**src/logic/psram_pkg.sv**
```systemverilog
package psram_pkg;

    // Access sequencer states
    typedef enum logic [2:0] {
        IDLE,    // Waiting for bus_req
        ACCESS,  // Chip enabled, latency running
        DATA,    // Last cycle of a word
        NEXT,    // Gap between burst words
        FINISH   // Waiting for bus_req to drop
    } ctrl_state_e;

    // Host burst codes
    // 5 to 7 are not listed and decode as a single word
    typedef enum logic [2:0] {
        BURST_1  = 3'd0,
        BURST_2  = 3'd1,
        BURST_4  = 3'd2,
        BURST_8  = 3'd3,
        BURST_16 = 3'd4
    } burst_code_e;

    // Longest read burst in words
    localparam int MAX_BURST_WORDS = 16;

    // Word counter must hold MAX_BURST_WORDS itself
    localparam int WORD_CNT_W = $clog2(MAX_BURST_WORDS) + 1;

endpackage
```
**src/logic/psram_req_if.sv**
```systemverilog
interface psram_req_if #(
    parameter int A_WIDTH = 23
);

    logic               active;   // Request taken, not yet done
    logic               we;       // Write access
    logic [A_WIDTH-1:0] addr;     // Address of the current word
    logic [1:0]         be;       // Byte enables, bit 1 is the upper lane
    logic               last;     // Current word is the final one
    logic               advance;  // Move on to the next burst word
    logic               done;     // Sequencer is entering FINISH

    // Bus side owns the latched request
    modport port (
        output active, we, addr, be, last,
        input  advance, done
    );

    // Sequencer side only steps through the words
    modport seq (
        input  active, we, addr, be, last,
        output advance, done
    );

endinterface

```
**src/logic/psram_bus_port.sv**
```systemverilog
module psram_bus_port #(
    parameter int A_WIDTH   = 23,
    parameter int BUS_WIDTH = 32
) (
    input  logic                   clk50MHz,
    input  logic                   rst,
    input  logic                   bus_req,
    input  logic                   bus_we,
    input  psram_pkg::burst_code_e bus_burst,
    input  logic [1:0]             bus_be,
    input  logic [BUS_WIDTH-1:0]   bus_wdata,
    psram_req_if.port              req
);
    import psram_pkg::*;

    logic                  req_seen;     // This bus_req was already taken
    logic                  take;
    logic [WORD_CNT_W-1:0] burst_words;
    logic [WORD_CNT_W-1:0] words_left;   // Includes the current word

    // Host keeps bus_req high through FINISH, so only a fresh request counts
    assign take = bus_req && !req.active && !req_seen;

    // Burst length in words
    always_comb begin
        case (bus_burst)
            BURST_2:  burst_words = WORD_CNT_W'(2);
            BURST_4:  burst_words = WORD_CNT_W'(4);
            BURST_8:  burst_words = WORD_CNT_W'(8);
            BURST_16: burst_words = WORD_CNT_W'(MAX_BURST_WORDS);
            default:  burst_words = WORD_CNT_W'(1);
        endcase
        if (bus_we) begin
            burst_words = WORD_CNT_W'(1);  // Writes are single words
        end
    end

    always_ff @(posedge clk50MHz) begin
        if (rst) begin
            req.active <= 1'b0;
            req.we     <= 1'b0;
            req.last   <= 1'b0;
            req_seen   <= 1'b0;
            words_left <= '0;
        end else begin
            if (take) begin
                req.active <= 1'b1;
                req.we     <= bus_we;
            end else if (req.done) begin
                req.active <= 1'b0;
            end

            if (!bus_req) begin
                req_seen <= 1'b0;
            end else if (take) begin
                req_seen <= 1'b1;
            end

            if (take) begin
                words_left <= burst_words;
                req.last   <= (burst_words == WORD_CNT_W'(1));
            end else if (req.advance) begin
                words_left <= words_left - 1'b1;
                req.last   <= (words_left == WORD_CNT_W'(2));  // One left after this step
            end
        end
    end

    // Address arrives on the data lines in the request cycle
    always_ff @(posedge clk50MHz) begin
        if (take) begin
            req.addr <= bus_wdata[A_WIDTH-1:0];
            req.be   <= bus_be;
        end else if (req.advance) begin
            req.addr <= req.addr + 1'b1;
        end
    end

endmodule

```
**src/flat_wrapper.sv**
```systemverilog
// flat-port wrapper written by rule: the top's interface ports become plain ports
module psram_bus_port_flat import psram_pkg::*;
#(
    parameter int A_WIDTH   = 23,
    parameter int BUS_WIDTH = 32
)
  (clk50MHz, rst, bus_req, bus_we, bus_burst, bus_be, bus_wdata, req_active, req_we, req_addr, req_be, req_last, req_advance, req_done);
  psram_req_if #(.A_WIDTH(A_WIDTH)) req_i ();
  input  logic clk50MHz;
  input  logic rst;
  input  logic bus_req;
  input  logic bus_we;
  input  psram_pkg::burst_code_e bus_burst;
  input  logic [1:0] bus_be;
  input  logic [BUS_WIDTH-1:0] bus_wdata;
  output wire logic [$bits(req_i.active)-1:0] req_active;
  output wire logic [$bits(req_i.we)-1:0] req_we;
  output wire logic [$bits(req_i.addr)-1:0] req_addr;
  output wire logic [$bits(req_i.be)-1:0] req_be;
  output wire logic [$bits(req_i.last)-1:0] req_last;
  input wire logic [$bits(req_i.advance)-1:0] req_advance;
  input wire logic [$bits(req_i.done)-1:0] req_done;
  assign req_active = req_i.active;
  assign req_we = req_i.we;
  assign req_addr = req_i.addr;
  assign req_be = req_i.be;
  assign req_last = req_i.last;
  assign req_i.advance = req_advance;
  assign req_i.done = req_done;
  psram_bus_port #(.A_WIDTH(A_WIDTH), .BUS_WIDTH(BUS_WIDTH)) u_core (.clk50MHz(clk50MHz), .rst(rst), .bus_req(bus_req), .bus_we(bus_we), .bus_burst(bus_burst), .bus_be(bus_be), .bus_wdata(bus_wdata), .req(req_i));
endmodule
```
**config.mk**
```make
export PLATFORM = sky130hd
export DESIGN_NAME = psram_bus_port_flat
export DESIGN_NICKNAME = d
export VERILOG_FILES = /design/src/logic/psram_pkg.sv /design/src/logic/psram_req_if.sv /design/src/logic/psram_bus_port.sv /design/src/flat_wrapper.sv
export SDC_FILE = /design/constraint.sdc
export NUM_CORES = 1
export LEC_CHECK = 0
export BUFFER_PORTS_ARGS = -buffer_cell sky130_fd_sc_hd__buf_2
export CAP_MARGIN = 10
export CORE_MARGIN = 2
export CORE_UTILIZATION = 49
export CTS_CLUSTER_DIAMETER = 30
export CTS_CLUSTER_SIZE = 24
export DETAILED_ROUTE_END_ITERATION = 7
export GPL_TIMING_DRIVEN = 0
export PLACE_DENSITY = 0.89
export SYNTH_ARGS = -nofsm -noshare
export SYNTH_HDL_FRONTEND = slang
export SYNTH_SLANG_ARGS = --single-unit
```
**constraint.sdc**
```tcl
create_clock -name clk50MHz -period 2 [get_ports clk50MHz]
set_clock_uncertainty 0.05 [all_clocks]
set_input_delay 0.4 -clock clk50MHz [delete_from_list [all_inputs] [get_ports clk50MHz]]
set_output_delay 0.4 -clock clk50MHz [all_outputs]
set_load 0.03 [all_outputs]
```
# Word-level counts from Yosys, hierarchy flattened
# Cells that the tools add are included.
# op_classes
n_addsub,2
n_eq_ne,6
muxes,10
n_bitwise,1
reduce_logical,7
# ops
cell,n
two-way mux 23 bit,2
"adder 23 x 1 -> 23 bit, second input constant",1
one-hot mux 5 bit (4 select lines),1
two-way mux 5 bit,3
"equality test 3 x 2 -> 1 bit, second input constant",2
"equality test 5 x 1 -> 1 bit, second input constant",1
"equality test 5 x 2 -> 1 bit, second input constant",1
"subtractor 5 x 1 -> 5 bit, second input constant",1
two-way mux 1 bit,4
nonzero test 2 bit,2
"equality test 3 x 1 -> 1 bit, second input constant",1
"equality test 3 bit, second input constant",1
logical AND 1 bit,2
zero test 1 bit,2
OR reduction 2 bit,1
inverter 1 bit,1
# word_totals
reg_bits,34
inputBits,43

# Logic depth before layout (Yosys ltp)
# logic_depth
word_depth,5
ltp_mapped,6
mapped_depth_nobuf,6

# Least setup slack after synthesis
# OpenSTA, ideal clock, no wires.
# synth_path
path_type,register to register
from,register u_core.req.addr[0]
to,"register u_core.req.addr[10], data pin"
setup_time_ns,0.260
arrival_time_ns,1.630
slack_ns,0.060
stages_incl_launch_ff,7
n_path_buf,0
synth_period_minus_slack_ns,1.940
path_cell_list,edfxtp_1 > ha_1 > nand2_1 > nor3_4 > nand2_1 > xnor2_1 > mux2_2
# synth_between
elab_chain_len,3
# synth_lines
item,line_no,source
"start, declared",psram_req_if.sv:15,"output active, we, addr, be, last,"
"start signal, assigned",psram_bus_port.sv:72,req.addr <= bus_wdata[A_WIDTH-1:0];
"start signal, assigned",psram_bus_port.sv:75,req.addr <= req.addr + 1'b1;
adder 23 x 1 -> 23 bit,psram_bus_port.sv:75,
two-way mux 23 bit,psram_bus_port.sv:74,end else if (req.advance) begin
two-way mux 23 bit,psram_bus_port.sv:71,if (take) begin
# Every way passes these cells. The select of a mux whose other input is x is not followed.
# A chain may end at the register's enable or synchronous reset.

# Worst setup path in the final report
# layout_path
from,register u_core.req.addr[1]
to,"register u_core.req.addr[10], data pin"
# The elaborated chain is that of the path after synthesis.

==> metrics.md <==
| Metric | Value |
|---|---|
| Status | complete, no violations |
| P_int | 1378 uW |
| PwrDens | slightly above 900 nW/um^2 |
| Synth-to-layout area growth | 25.86% |
| Most frequent cells in the layout | buf_2 (62), nand2_1 (35), edfxtp_1 (25) |
| Syn Area/Cell | about 10 um^2 |
| Rows | 22 |
| Largest net degree at the start of global routing | 24 |
| Final antenna-violating net count | 0 |
| Ant. Diodes | 0 |
| Initial antenna violation count | 0 |
| First-pass GRT wire length | 6527 um |
| Via Count | 1598 |
| Finished Cell Area | about 2300 um^2 |
| Pre-antenna DRT Iters | 4 |
| RSZ-0062 raised after global routing | false |
| Combinational power share | roughly 28% |
| CTS tree | yes |
| Full die area | between 4000 and 5000 um^2 |
| Ranking of synthesized cells by area | edfxtp_1 (41%), dfxtp_1 (9.7%), xor2_1 (8.0%) |
| DRC Markers | 0 |
| Post-synth top area share | 40.51% |
| Area of the multi-input gates | around 880 um^2 |
| Clk root buf | clkbuf_8 |
| Critical Path Source Type | register |
| Setup CP Type | register to register |
| Sw Share | between 30% and 40% |
| Fill count | 310 |
| Num ports | 71 |
| Yosys warns | 0 |
| Gpl congestion | approximately 0.8 |
| Netlist Area Pre-Place | 1853 um^2 |
| Gr ovfl total | 0 |
| Post-route insts no fill | ~300 |
| Post-synth top area cell | edfxtp_1 |
| Final period util | a little over nine tenths |
| Sequential share of power | a little under half |
| Slew headroom | between 60% and 70% |
| Avg WL per Cell | roughly 14 um |
| Clock share of power | 24.9% |
| Required time worst endpoint | 1.99 ns |
| CTS clk-pin slew, worst paths | 0.07 ns |
| Port Buffers | 60 |
| P_leak | slightly below 0.001 uW |
| CTS max path bufs | 2 |
| Share of cells above drive strength 1 | about a third |
| WL final | about 4100 um |
| Hold_ws | 0.2367 ns |
| Mapped Cells | between 150 and 200 |
| Clock Latency Late Sink | ~0.29 ns |
| Total GRT Usage | 20.48% |
| Sequential area share after synthesis | 50.24% |
| CP Max Fanout | 6 |
| # setup viols final | 0 |
| Die Y | approximately 65 um |
| Vias/cell | 5.239 |
| Post-DP Area | between 2000 and 2500 um^2 |
| Worst EP arrival | approximately 1.9 ns |
| Number of clock sinks | 34 |
| Max Cap Violations | 0 |
| Distinct cells, synth | 32 |
| NetSw | between 700 and 800 uW |
| CTS Buf Count | 5 |
| Period minus WS final | ~1.9 ns |
| Final hold vios | 0 |
| Initial Util | 50.62% |
| Min-delay worst type | primary input to register |
| Die width | around 65 um |
| Worst vdd rail ir drop | roughly 0.00051 V |
| Number of global-route vias before repair | between 1000 and 1500 |
| Placed Cells | a little under 300 |
| Fmax | between 500 and 600 MHz |
| Nets | between 300 and 400 |
| Hpwl dp | slightly above 3000 um |
| Max-slew violations | 0 |
| Worst slew pin tran | roughly 0.57 ns |
| Drt initial violations | 124 |
| Cts hold-fix bufs | 0 |
| Kind of end point of the critical path | register |
| Core area | around 3700 um^2 |
| Register area | slightly above 900 um^2 |
| Net Count, Synth | 232 |
| Most common cell after layout, fill and taps aside | buf_2 |
| H-tree Lvls | 2 |
| #FFs+latches synth | 34 |
cells in the mapped netlist (all sizes together):
master,count
inv,5
nand3,12
xnor2,9
ha,3
o21ai,19
and3,5
a211oi,1
nor2,8
nand2b,4
nand4b,2
xor2,17
dfxtp,9
nor4b,1
nand4,5
or2,1
nand2,35
clkbuf,4
buf,3
a31oi,2
o211ai,1
and4,2
o31ai,1
edfxtp,25
mux2,2
a21oi,7
nor3,3
cells by family (layout without fill, tap and decap cells):
kind of cell | Yosys count | in the layout | share of synthesized area (%)
flops | 34 | 34 | 50.24
simple gates | 78 | 78 | 22.35
mux | 2 | 2 | 1.215
xor+xnor | 26 | 26 | 12.29
compound gates | 31 | 31 | 9.116
buf+inv | 12 | 83 | 2.768
fa+ha+maj | 3 | 3 | 2.026
per-layer routing:
layer	track usage, %	routed length, um
met3	6.849	269
met4	7.813	71
met2	34.06	2113
met1	24.53	1691
met5	0	0
final cells by class:
type                    instances  area share [%]
plain buffers                   7           1.395
well taps                      48           2.575
clock buffers                   7           3.702
flip-flops and latches         34           39.91
multi-input cells             140           37.55
repair buffers                 63           13.84
clock inverters                 1          0.2146
inverters                       5          0.8047
state kept, by name (all words and copies together) (netlist names):
| register | flops |
|---|---|
| u_core.req.last | 1 |
| u_core.req.we | 1 |
| u_core.req.active | 1 |
| u_core.req_seen | 1 |
| u_core.req.be | 2 |
| u_core.words_left | 5 |
| u_core.req.addr | 23 |
timing repair:
item | CTS | global route
setup buffers | 0 | 3
setup endpoints to repair | 0 | 24
gates resized for setup | 0 | 2
stage by stage:
| step | utilization (%) | power, uW | setup slack (ns) | setup TNS (ns) |
|---|---|---|---|---|
| 2_1_floorplan | - | 1404 | 0.05986 | 0 |
| 3_3_place_gp | 60.46 | 1566 | 0.01873 | 0 |
| 3_5_place_dp | 60.46 | 1594 | -0.02179 | -0.4847 |
| 4_1_cts | 62.95 | 2106 | 0.02374 | 0 |
| 5_1_grt | 63.70 | 2212 | 0.01008 | 0 |
| 6_report | 63.70 | 2115 | 0.08465 | 0 |
critical path: stages (launching register included):
cell and delay, ns:
edfxtp_1 0.44, ha_2 0.26, nand2_1 0.11, nor3_4 0.29, nand2_1 0.11, xnor2_1 0.14
mux2_2 0.28
final timing paths:
path                                startpoint  cells past startpoint                       endpoint  slack (ns)
hold / removal                       bus_be[1]                      1     u_core.req.be[1]$_DFFE_PP_        0.24
setup / recovery  u_core.req.addr[1]$_DFFE_PP_                      6  u_core.req.addr[10]$_DFFE_PP_        0.08
setup reg to reg  u_core.req.addr[1]$_DFFE_PP_                      6  u_core.req.addr[10]$_DFFE_PP_        0.08
hold reg to reg     u_core.req.we$_SDFFE_PP0P_                      2     u_core.req.we$_SDFFE_PP0P_        0.41
power groups by stage:
stage | clock (uW) | combinational (uW) | sequential (uW)
finish | 527 | 585 | 1000
global route | 561 | 632 | 1020
CTS | 524 | 577 | 1010
detailed placement | 0 | 573 | 1020
global placement | 0 | 555 | 1010
floorplan | 0 | 233 | 1170
Note: power is estimated with default switching activity, not from simulation.
