===== src/logic/psram_pkg.sv =====
package psram_pkg;

    // Access sequencer states
    typedef enum logic [2:0] {
        IDLE,    // Waiting for bus_req
        ACCESS,  // Chip enabled, latency running
        DATA,    // Last cycle of a word
        NEXT,    // Gap between burst words
        FINISH   // Waiting for bus_req to drop
    } ctrl_state_e;

    // Host burst codes
    // 5 to 7 are not listed and decode as a single word
    typedef enum logic [2:0] {
        BURST_1  = 3'd0,
        BURST_2  = 3'd1,
        BURST_4  = 3'd2,
        BURST_8  = 3'd3,
        BURST_16 = 3'd4
    } burst_code_e;

    // Longest read burst in words
    localparam int MAX_BURST_WORDS = 16;

    // Word counter must hold MAX_BURST_WORDS itself
    localparam int WORD_CNT_W = $clog2(MAX_BURST_WORDS) + 1;

endpackage

===== src/logic/psram_req_if.sv =====
interface psram_req_if #(
    parameter int A_WIDTH = 23
);

    logic               active;   // Request taken, not yet done
    logic               we;       // Write access
    logic [A_WIDTH-1:0] addr;     // Address of the current word
    logic [1:0]         be;       // Byte enables, bit 1 is the upper lane
    logic               last;     // Current word is the final one
    logic               advance;  // Move on to the next burst word
    logic               done;     // Sequencer is entering FINISH

    // Bus side owns the latched request
    modport port (
        output active, we, addr, be, last,
        input  advance, done
    );

    // Sequencer side only steps through the words
    modport seq (
        input  active, we, addr, be, last,
        output advance, done
    );

endinterface


===== src/logic/psram_async_ctrl.sv =====
module psram_async_ctrl #(
    parameter int RW_LATENCY_CYCLES = 4
) (
    input  logic     clk50MHz,
    input  logic     rst,
    input  logic     bus_req,
    psram_req_if.seq req,
    output logic     mce_L,
    output logic     madv_L,
    output logic     moe_L,
    output logic     mwe_L,
    output logic     bus_wait,
    output logic     drive,
    output logic     capture,
    output logic     load_wdata
);
    import psram_pkg::*;

    localparam int LAT_W = (RW_LATENCY_CYCLES > 1) ? $clog2(RW_LATENCY_CYCLES) : 1;

    ctrl_state_e      state;
    ctrl_state_e      state_next;
    logic [LAT_W-1:0] lat_cnt;     // Cycles spent in ACCESS
    logic             lat_done;
    logic             in_word;     // Chip selected for the current word

    assign lat_done = (lat_cnt == LAT_W'(RW_LATENCY_CYCLES - 1));

    always_comb begin
        state_next = state;
        case (state)
            IDLE: begin
                if (bus_req) begin
                    state_next = ACCESS;  // Same cycle the bus port latches
                end
            end
            ACCESS: begin
                if (lat_done) begin
                    state_next = DATA;
                end
            end
            DATA: begin
                if (req.last) begin
                    state_next = FINISH;
                end else begin
                    state_next = NEXT;
                end
            end
            NEXT: begin
                state_next = ACCESS;
            end
            FINISH: begin
                if (!bus_req) begin
                    state_next = IDLE;
                end
            end
            default: begin
                state_next = IDLE;
            end
        endcase
    end

    always_ff @(posedge clk50MHz) begin
        if (rst) begin
            state   <= IDLE;
            lat_cnt <= '0;
        end else begin
            state <= state_next;
            if (state == ACCESS && !lat_done) begin
                lat_cnt <= lat_cnt + 1'b1;
            end else begin
                lat_cnt <= '0;  // Restart for every word
            end
        end
    end

    assign in_word = (state == ACCESS) || (state == DATA);

    // Pin strobes, all active low
    assign mce_L  = !in_word;
    assign madv_L = !in_word;                // Address flows through while low
    assign moe_L  = !(in_word && !req.we);
    assign mwe_L  = !(in_word && req.we);    // Rising edge commits the write

    assign bus_wait = in_word || (state == NEXT);

    // Data path controls
    assign drive      = in_word && req.we;
    assign capture    = (state == DATA) && !req.we;
    assign load_wdata = (state == ACCESS) && (lat_cnt == '0) && req.we;

    // Address steps as the chip deselects for NEXT
    assign req.advance = (state == DATA) && !req.last;
    assign req.done    = (state == DATA) && req.last;

endmodule


===== src/flat_wrapper.sv =====
// flat-port wrapper written by rule: the top's interface ports become plain ports
module psram_async_ctrl_flat import psram_pkg::*;
#(
    parameter int RW_LATENCY_CYCLES = 4
)
  (clk50MHz, rst, bus_req, mce_L, madv_L, moe_L, mwe_L, bus_wait, drive, capture, load_wdata, req_active, req_we, req_addr, req_be, req_last, req_advance, req_done);
  psram_req_if req_i ();
  input  logic clk50MHz;
  input  logic rst;
  input  logic bus_req;
  output logic mce_L;
  output logic madv_L;
  output logic moe_L;
  output logic mwe_L;
  output logic bus_wait;
  output logic drive;
  output logic capture;
  output logic load_wdata;
  input wire logic [$bits(req_i.active)-1:0] req_active;
  input wire logic [$bits(req_i.we)-1:0] req_we;
  input wire logic [$bits(req_i.addr)-1:0] req_addr;
  input wire logic [$bits(req_i.be)-1:0] req_be;
  input wire logic [$bits(req_i.last)-1:0] req_last;
  output wire logic [$bits(req_i.advance)-1:0] req_advance;
  output wire logic [$bits(req_i.done)-1:0] req_done;
  assign req_i.active = req_active;
  assign req_i.we = req_we;
  assign req_i.addr = req_addr;
  assign req_i.be = req_be;
  assign req_i.last = req_last;
  assign req_advance = req_i.advance;
  assign req_done = req_i.done;
  psram_async_ctrl #(.RW_LATENCY_CYCLES(RW_LATENCY_CYCLES)) u_core (.clk50MHz(clk50MHz), .rst(rst), .bus_req(bus_req), .req(req_i), .mce_L(mce_L), .madv_L(madv_L), .moe_L(moe_L), .mwe_L(mwe_L), .bus_wait(bus_wait), .drive(drive), .capture(capture), .load_wdata(load_wdata));
endmodule

===== config.mk =====
export PLATFORM = sky130hd
export DESIGN_NAME = psram_async_ctrl_flat
export DESIGN_NICKNAME = d
export VERILOG_FILES = /design/src/logic/psram_pkg.sv /design/src/logic/psram_req_if.sv /design/src/logic/psram_async_ctrl.sv /design/src/flat_wrapper.sv
export SDC_FILE = /design/constraint.sdc
export NUM_CORES = 1
export LEC_CHECK = 0
export BUFFER_PORTS_ARGS = -buffer_cell sky130_fd_sc_hd__clkbuf_2
export CORE_AREA = 2 2 39 41
export CTS_BUF_LIST = sky130_fd_sc_hd__clkbuf_16
export CTS_CLUSTER_SIZE = 30
export DETAILED_ROUTE_END_ITERATION = 16
export DIE_AREA = 0 0 41 43
export PLACE_DENSITY = 0.66
export SLEW_MARGIN = 10
export SYNTH_ARGS = -nofsm -noshare
export SYNTH_HDL_FRONTEND = slang
export SYNTH_SLANG_ARGS = --single-unit

===== constraint.sdc =====
create_clock -name clk50MHz -period 1 [get_ports clk50MHz]
set_input_delay 0.2 -clock clk50MHz [delete_from_list [all_inputs] [get_ports clk50MHz]]
set_output_delay 0.2 -clock clk50MHz [all_outputs]
set_load 0.05 [all_outputs]

### After elaboration in Yosys (flattened, before gate mapping)

Cells that the tools add are included.
Widths: inputs -> output; s select.

| storage, ports and cells | value |
|---|---|
| logic and storage cells | 37 |
| bits in registers | 5 |
| bits of input ports | 31 |
| output and inout bits | 10 |

| cells by class | value |
|---|---|
| bitwise gates (word level) | 1 |
| reductions and logical operators | 20 |
| equality and inequality tests | 8 |
| $add $sub $neg | 1 |
| multiplexer cells | 5 |

Operator list:

| operator | number |
|---|---|
| $pmux 3 s5 | 1 |
| $mux 3 | 4 |
| $logic_and 1x1->1 | 8 |
| $eq 3x2->1 const B | 2 |
| $logic_not 1->1 | 6 |
| $ne 2x2->1 const B | 2 |
| $eq 3x1->1 const B | 1 |
| $eq 3x3->1 const B | 1 |
| $logic_not 3->1 | 1 |
| $reduce_and 3->1 | 1 |
| $add 2x1->2 const B | 1 |
| $eq 2x2->1 const B | 1 |
| $logic_not 2->1 | 1 |
| $logic_or 1x1->1 | 2 |
| $ne 2x1->1 const B | 1 |
| $reduce_or 2->1 | 1 |
| $not 1->1 | 1 |

### Depth between registers and ports, before layout

Gate-level depths: netlist of run 1.

| logic depth | value |
|---|---|
| depth in word-level cells | 5 |
| mapped depth | 4 |

### Worst setup path after synthesis of run 1

OpenSTA, ideal clock, no wires.

| path | value |
|---|---|
| path kind | reg2out |
| start point | register u_core.state[1] |
| end point | output port load_wdata |
| stages on the path, launching flop included | 3 |
| arrival | 1.642 ns |
| slack | -0.842 ns |
| required time | 0.800 ns |
| cell sequence | dfxtp_1 -> nand2b_1 -> nor3_1 |

| between the ends | value |
|---|---|
| word-level cells in the longest chain between the ends | 3 |

RTL lines:

| item | RTL line | RTL |
|---|---|---|
| start, declared | psram_async_ctrl.sv:21 | `ctrl_state_e state;` |
| start signal, assigned | psram_async_ctrl.sv:68 | `state <= state_next;` |
| $eq 3x1->1 | psram_async_ctrl.sv:90 | `assign load_wdata = (state == ACCESS) && (lat_cnt == '0) && req.we;` |
| $logic_and 1x1->1 (2 in series) | psram_async_ctrl.sv:90 |  |
| end, declared | flat_wrapper.sv:18 | `output logic load_wdata;` |

Every way passes these cells.

### Worst setup path in the final report of run 1

| path | value |
|---|---|
| start point | register u_core.state[0] |
| end point | output port drive |

| between the ends | value |
|---|---|
| word-level cells in the longest chain between the ends | 3 |
| elaborated cells between the ends (all ways) | 4 |
| classes of those cells | 2 x eq/ne; 2 x reduce/logical |

RTL lines:

| item | RTL line | RTL |
|---|---|---|
| $eq 3x1->1 or $eq 3x2->1 (tied branches) | psram_async_ctrl.sv:77 | `assign in_word = (state == ACCESS) \|\| (state == DATA);` |
| $logic_or 1x1->1 (*) | psram_async_ctrl.sv:77 |  |
| $logic_and 1x1->1 (*) | psram_async_ctrl.sv:88 | `assign drive = in_word && req.we;` |
| end, declared | flat_wrapper.sv:16 | `output logic drive;` |

Mark *: on every way between the ends. The rest lies on a longest branch, timed or not.

==> metrics.md, run 1 <==
| Metric | Value |
|---|---|
| Category of the worst setup path launch point | `flop` |
| Count of fill cells added during filler insertion | `a little over 100` |
| Count of inserted antenna diode cells | `0` |
| Static Leakage | `0.3904 nW` |
| Max capacitance violation total | `0` |
| Max Root-Sink Buffers | `2` |
| Internal power consumption | `around 0.86 mW` |
| Synth-to-Final Area Change | `179.3%` |
| Sw Ratio | `24.38%` |
| Iteration-0 DRC Markers | `2` |
| Switching power summed over all nets | `around 0.28 mW` |
| DP Cell Count | `82` |
| Most area-consuming cells after synthesis | `dfxtp_1 31%, ha_1 7.8%, nor2_1 7.0%, inv_1 5.9%, nand2b_1 5.9%` |
| Wirelength per Cell | `12.16 um` |
| Violated checks | `negative setup slack` |
| Antenna-violating nets left | `0` |
| Clock tree sinks | `5` |
| Vertical die dimension | `43 um` |
| Reg clk slew, reported paths | `0.03 ns` |
| Max frequency | `0.6863 GHz` |
| Required time at the worst-slack endpoint | `0.80 ns` |
| Final setup slack of the worst path | `-0.4570 ns` |
| Critical path capture point type | `primary output` |
| Post-DP HPWL | `about 740 um` |
| Average footprint of a synthesized cell | `7.812 um2` |
| Global placer's final weighted congestion | `0.7617` |
| Pin count of the biggest net entering global routing | `7` |
| Sequential cell fraction of total power | `18.4%` |
| Number of max-slew violations in the final report | `0` |
| Final sum of negative setup slack | `-4.671 ns` |
| Family with the most delay on the worst path | `flip-flops` |
| Net total in the final layout | `109` |
| GRT Overall Usage | `13.24%` |
| Syn nets | `74` |
| Share of the yosys chip area belonging to registers | `31.25%` |
| Number of stages on the worst hold path | `2` |
| Via count of the first global-routing pass | `about 380` |
| Global-route wire length before repair | `1.490 mm` |
| Final critical path time including I/O delays and setup | `1.457 ns` |
| Number of failing hold endpoints at the final stage | `0` |
| Levels on crit path | `4` |
| Length of the first detailed-routing pass in iterations | `2` |
| Fin Clk Skew | `0.002306 ns` |
| Clk network pwr share | `between 50 and 60%` |
| Layout cells sized above 1 | `82.67%` |
| H-tree lvl count | `1` |
| Setup-violating endpoint count in the final report | `15` |
| Number of buffers created by CTS | `3` |
| PD cells | `1277 nW/um2` |
| Number of placement rows | `14` |
| RSZ-0062 raised after global routing | `true` |
| Register-to-Register Setup Slack | `-0.17 ns` |
| Worst path buffer plus inverter count | `1` |
| Top-area cell type share of the netlist area | `between 30% and 40%` |
| WP data arrival | `approximately 1.3 ns` |
| Routed via count | `between 400 and 500` |
| TritonCTS clock tree | `yes` |
| Hold crit path type | `primary input to flop` |
| Critical Path Slowest Stage Cell | `dfxtp_4` |
| DRC Markers | `0` |
| Mapped Cells | `41` |
| Antenna violations before repair | `0` |
| Number of cells on the worst reg-to-reg path | `5` |
| Maximum fanout encountered on the critical timing path | `3` |
| Final Instance Count excl. Fillers | `91` |
| Global route overflow | `0` |
| Status | `finished, violations left` |
| Actual transition at the worst max-transition pin | `0.2016 ns` |
| Total Routed Length | `between 1 and 1.5 mm` |
| Clk root buf | `clkbuf_16` |
| Later-pin clock latency in the skew report | `0.23 ns` |
| Die boundary width | `between 40 and 50 um` |
| Util after Layout | `64.65%` |
| Initial cell density of the core | `a little under a quarter` |
| Die Area | `~1800 um2` |
| Leading area contributor after synthesis | `dfxtp_1` |
| Critical path class | `flop to primary output` |
| Worst stage delay on the critical path | `between 0.3 and 0.4 ns` |
| Via/cell ratio | `about 4.5` |
| Core Region | `about 1400 um2` |
| Logic gate share of total power | `25.5%` |
| Total of warnings raised by yosys | `0` |
| Final critical-path share of the clock period | `145.7%` |
| Total power | `1.142 mW` |
| Hold_buf cts | `0` |
| Post-synthesis cell area | `320.3 um2` |
| Worst slew margin | `86.42%` |
| Critical-path cell list | `nand2b_4, a21oi_4, and2_4, clkbuf_16` |
| Number of storage elements in the synthesis netlist | `5` |
| Total of buffers placed on input and output ports | `14` |
| Maximum vdd ir drop | `0.001130 V` |
| Yosys cell types | `19` |
| Boundary pin count | `41` |
## logic make-up after synthesis
| kind of cell | after synthesis | synth area share [%] |
|---|---|---|
| adder cells (fa/ha/maj) | 2 | 7.811 |
| AO/OA/AOI/OAI | 5 | 14.06 |
| AND/OR/NAND/NOR | 22 | 35.16 |
| flip-flops | 5 | 31.25 |
| buffers and inverters | 7 | 11.72 |
## synthesized netlist by cell type, drive strengths merged
cell type	count
buf	2
nand3b	1
inv	5
a2bb2oi	1
nor2b	1
nand2b	3
or2	1
o21ai	1
nor3	3
a221oi	1
nor4	2
a21oi	1
dfxtp	5
o21a	1
and2	1
nand2	4
nor2	6
ha	2
## final timing paths
check / startpoint / end
worst max-delay path: u_core.state[0]$_SDFFE_PP0P_ / drive
worst min-delay path: rst / u_core.state[2]$_SDFFE_PP0P_
worst max register to register: u_core.state[0]$_SDFFE_PP0P_ / u_core.state[0]$_SDFFE_PP0P_
worst min register to register: u_core.lat_cnt[0]$_SDFF_PP0_ / u_core.lat_cnt[0]$_SDFF_PP0_
## layout by cell type (no fill, tap or decap), drive strengths merged
cell and instances:
buf 27, inv 6, nand2b 3, nand3b 1, nor4 2, o21a 1, nor2b 1, and2 1
a21oi 1, nand2 4, nor2 6, dfxtp 5, ha 2, a2bb2oi 1, or2 1, o21ai 1
nor3 3, a221oi 1, clkbuf 8
## metrics by stage
| stage | instance area (um2) | setup WS, ns | hold slack [ns] |
|---|---|---|---|
| after floorplan | 397.9 | -0.2189 | 0.2761 |
| after global placement | 571.8 | -0.2506 | 0.3862 |
| after detailed placement | 571.8 | -0.2786 | 0.3934 |
| after CTS | 803.3 | -0.4575 | 0.1518 |
| after global routing | 894.6 | -0.4810 | 0.1686 |
| final | 894.6 | -0.4570 | 0.1564 |
## layout make-up
cell class	instances	area [um2]	share of cell area (%)
repair buffers	32	350.3	39.16
clock buffers	3	75.07	8.392
flip-flops and latches	5	110.1	12.31
well taps	16	20.02	2.238
inverters	5	21.27	2.378
clock inverters	1	3.754	0.4196
multi-input cells	29	314.1	35.10
## sequential cells by signal, summed over array words and instances (netlist names)
signal	cells
u_core.lat_cnt	2
u_core.state	3
## what timing repair did
item / in CTS / in global routing
gates cloned: 0 / 0
endpoints found under the setup margin: 15 / 15
pin swaps: 4 / 6
hold endpoints to repair: 0 / 0
setup buffers: 1 / 4
resized for setup: 33 / 24
## power groups by stage
| stage | clock network [mW] | logic [mW] | registers [mW] |
|---|---|---|---|
| final | 0.641 | 0.291 | 0.210 |
| after global routing | 0.668 | 0.307 | 0.210 |
| after CTS | 0.655 | 0.252 | 0.214 |
| after detailed placement | 0 | 0.204 | 0.218 |
| after global placement | 0 | 0.201 | 0.217 |
| after floorplan | 0 | 0.134 | 0.220 |
## routing by layer
| metal | global-route usage, % | part of all wire, % |
|---|---|---|
| met5 | 0 | 0 |
| met4 | 6.000 | 1.3 |
| met3 | 4.712 | 3.2 |
| met2 | 23.13 | 61 |
| met1 | 12.82 | 35 |
No activity file was read; power rests on OpenSTA's default activity.
==> run 2: changes to the inputs <==
--- a/config.mk
+++ b/config.mk
@@ -5,13 +5,14 @@
 export SDC_FILE = /design/constraint.sdc
 export NUM_CORES = 1
 export LEC_CHECK = 0
+export ABC_AREA = 1
 export BUFFER_PORTS_ARGS = -buffer_cell sky130_fd_sc_hd__clkbuf_2
 export CORE_AREA = 2 2 39 41
 export CTS_BUF_LIST = sky130_fd_sc_hd__clkbuf_16
 export CTS_CLUSTER_SIZE = 30
 export DETAILED_ROUTE_END_ITERATION = 16
 export DIE_AREA = 0 0 41 43
-export PLACE_DENSITY = 0.66
+export PLACE_DENSITY = 0.68
 export SLEW_MARGIN = 10
 export SYNTH_ARGS = -nofsm -noshare
 export SYNTH_HDL_FRONTEND = slang
==> constraint.sdc (replaced) <==
create_clock -name clk50MHz -period 1.3 [get_ports clk50MHz]
set_input_delay 0.26 -clock clk50MHz [delete_from_list [all_inputs] [get_ports clk50MHz]]
set_output_delay 0.26 -clock clk50MHz [all_outputs]
set_load 0.05 [all_outputs]
==> metrics.md, run 2 <==
| Metric | Value |
|---|---|
| Status | `finished, violations left` |
| Violated checks | `negative setup slack` |
| Reg clk slew, reported paths | `0.03 ns` |
| Tightest hold margin | `between 0.2 and 0.25 ns` |
| Leading area contributor after synthesis | `dfxtp_1` |
| Most frequent cells in the layout | `11 x inv_1, 10 x buf_4, 9 x nand2_1` |
| Number of storage elements in the synthesis netlist | `5` |
| Antenna-violating nets left | `0` |
| Global-route wire length before repair | `about 1.4 mm` |
| Count of inserted antenna diode cells | `0` |
| Total of buffers placed on input and output ports | `14` |
| Max capacitance violation total | `0` |
| Die Area | `about 1800 um2` |
| Antenna violations before repair | `0` |
| Global route overflow | `0` |
| Most frequent standard cell in the layout excluding fill and tap cells | `inv_1` |
| Setup-violating endpoint count in the final report | `9` |
| H-tree lvl count | `1` |
| Critical path class | `flop to primary output` |
| Yosys cell types | `14` |
| Hold_buf cts | `0` |
| Fin Clk Skew | `0.0003089 ns` |
| Final Instance Count excl. Fillers | `99` |
| Maximum fanout encountered on the critical timing path | `3` |
| Count of flip-flops with a built-in enable after synthesis | `0` |
| RSZ-0062 raised after global routing | `true` |
| Actual transition at the worst max-transition pin | `0.1558 ns` |
| Total power | `1.986 mW` |
| Max frequency | `0.6723 GHz` |
| Clock tree sinks | `5` |
| Die boundary width | `between 40 and 50 um` |
| Syn nets | `89` |
| Largest registers in the final layout | `u_core.state (3), u_core.lat_cnt (2)` |
| Number of cells on the worst reg-to-reg path | `9` |
| Number of failing hold endpoints at the final stage | `0` |
| Via/cell ratio | `4.202` |
| Final sum of negative setup slack | `-0.9729 ns` |
| Pin count of the biggest net entering global routing | `5` |
| Post-synthesis cell area | `341.6 um2` |
| DRC Markers | `0` |
| Vertical die dimension | `43 um` |
| Most repeated cell in the gate-level netlist after synthesis | `inv_1` |
| Synth async-reset ratio | `0%` |
| Category of the worst setup path launch point | `flop` |
| Maximum vdd ir drop | `0.001137 V` |
| Synth-to-Final Area Change | `124.9%` |
| Length of the first detailed-routing pass in iterations | `2` |
| Core Region | `1384 um2` |
| Clk root buf | `clkbuf_16` |
| Post-DP HPWL | `577 um` |
| Max Root-Sink Buffers | `2` |
| Initial cell density of the core | `24.68%` |
| Share of the yosys chip area belonging to registers | `29.30%` |
| Final setup slack of the worst path | `-0.1873 ns` |
| Average footprint of a synthesized cell | `6.100 um2` |
| Number of stages on the worst hold path | `2` |
| Iteration-0 DRC Markers | `3` |
| Wirelength per Cell | `8.869 um` |
| Static Leakage | `0.3847 nW` |
| Total of warnings raised by yosys | `0` |
| Most used standard cells in the synthesized netlist | `14 x inv_1, 13 x nand2_1, 6 x nor2_1` |
| Global placer's final weighted congestion | `about 0.76` |
| PD cells | `2585 nW/um2` |
| Placed Area | `496.7 um2` |
| Mapped Cells | `56` |
| GRT Overall Usage | `12.36%` |
| Main combinational cell family by area after synthesis | `simple AND/OR/NAND/NOR gates` |
| Number of flip-flops under the largest register name | `3` |
| Via count of the first global-routing pass | `381` |
| Final critical path time including I/O delays and setup | `1.487 ns` |
| Net total in the final layout | `117` |
| TritonCTS clock tree | `yes` |
| Most area-consuming cells after synthesis | `dfxtp_1 29%, inv_1 15%, nand2_1 14%, ha_1 7.3%, nor2_1 6.6%` |
| Fraction of the mapped netlist area in simple logic gates | `37.36%` |
| Boundary pin count | `41` |
| Hold crit path type | `primary input to flop` |
| Most flop-heavy register | `u_core.state` |
| Top-area cell type share of the netlist area | `29.30%` |
| Adder-cell share of the synthesized area | `7.326%` |
| Final critical-path share of the clock period | `114.4%` |
| Number of max-slew violations in the final report | `0` |
| Total Routed Length | `between 800 and 900 um` |
| Most frequently used flop master after synthesis | `dfxtp_1` |
| Routed via count | `416` |
| Number of buffers created by CTS | `3` |
| Required time at the worst-slack endpoint | `between 1 and 1.5 ns` |
| Number of placement rows | `14` |
| Critical path capture point type | `primary output` |
| WP data arrival | `between 1 and 1.5 ns` |
| Count of fill cells added during filler insertion | `between 100 and 150` |
| Worst slew margin | `89.55%` |
| Compound-Gate Fraction of Synth Area | `around 5.1%` |
| Cell area after layout | `768.2 um2` |
| Later-pin clock latency in the skew report | `0.23 ns` |
| XOR/XNOR share of the synthesized area | `0%` |
| Layout cells sized above 1 | `59.04%` |
| DP Cell Count | `93` |
| Multiplexer share of the synthesized area | `0%` |
[run 2: cell count changes after synthesis, moves of 3 or more]
cell and delta:
inv_1 +9, nand2_1 +9, inv_2 +3, nand2b_1 -3, nand3_1 +3, nor2_2 +3, nor3_1 -3
[run 2: critical path, cell delays in order, from the launching register on]
cell and delay [ns]:
dfxtp_4 0.35, inv_4 0.06, nand2_4 0.04, nor2_4 0.08, inv_2 0.05, nand2_4 0.08
inv_6 0.04, nor2_4 0.09, inv_2 0.05, buf_8 0.14
[run 2: layout make-up]
type,instances,area (um2),area share (%)
Clock buffer,3,75.07,9.772
Multi-Input combinational cell,33,225.2,29.32
Timing Repair Buffer,24,260.3,33.88
Sequential cell,5,112.6,14.66
Inverter,17,71.32,9.283
Clock inverter,1,3.754,0.4886
Tap cell,16,20.02,2.606
[run 2: cells by family (layout without fill, tap and decap cells)]
logic type | count (synthesis) | in the layout
simple gates | 28 | 28
buf+inv | 18 | 45
fa+ha+maj | 2 | 2
flops | 5 | 5
compound gates | 3 | 3
[run 2: timing repair]
action,4_1_cts,5_1_grt
buffers inserted,3,0
pin swaps,1,1
gates cloned,0,0
endpoints found under the setup margin,10,10
resized for setup,30,20
[run 2: path summary, 6_finish.rpt]
| path | startpoint | end | slack [ns] |
|---|---|---|---|
| max | u_core.state[2]$_SDFFE_PP0P_ | mwe_L | -0.19 |
| min | rst | u_core.state[0]$_SDFFE_PP0P_ | 0.24 |
| max reg2reg | u_core.state[2]$_SDFFE_PP0P_ | u_core.state[0]$_SDFFE_PP0P_ | 0.16 |
| min reg2reg | u_core.lat_cnt[0]$_SDFF_PP0_ | u_core.lat_cnt[0]$_SDFF_PP0_ | 0.41 |
[run 2: report_power, final]
| group | internal (mW) | switching (mW) |
|---|---|---|
| logic | 0.512 | 0.735 |
| registers | 0.202 | 0.0392 |
| clock network | 0.398 | 0.100 |
| total | 1.11 | 0.874 |
[run 2: routing by layer]
metal  routed length [um]  global-route usage [%]  share of wire [%]  up-vias
met5                    0                       0                  0        -
met4                   23                   10.67                2.6        0
met3                   60                   5.759                6.8        2
met2                  468                   18.75                 53       15
met1                  326                   11.61                 37      185
li1                     -                       -                  -      214
[run 2: metrics by stage]
step / worst slack (ns) / util (%)
5_1_grt: -0.2551 / 55.52
3_5_place_dp: -0.03985 / 35.90
3_3_place_gp: -0.02205 / 35.90
6_report: -0.1873 / 55.52
2_1_floorplan: -0.3241 / -
4_1_cts: -0.2202 / 51.54
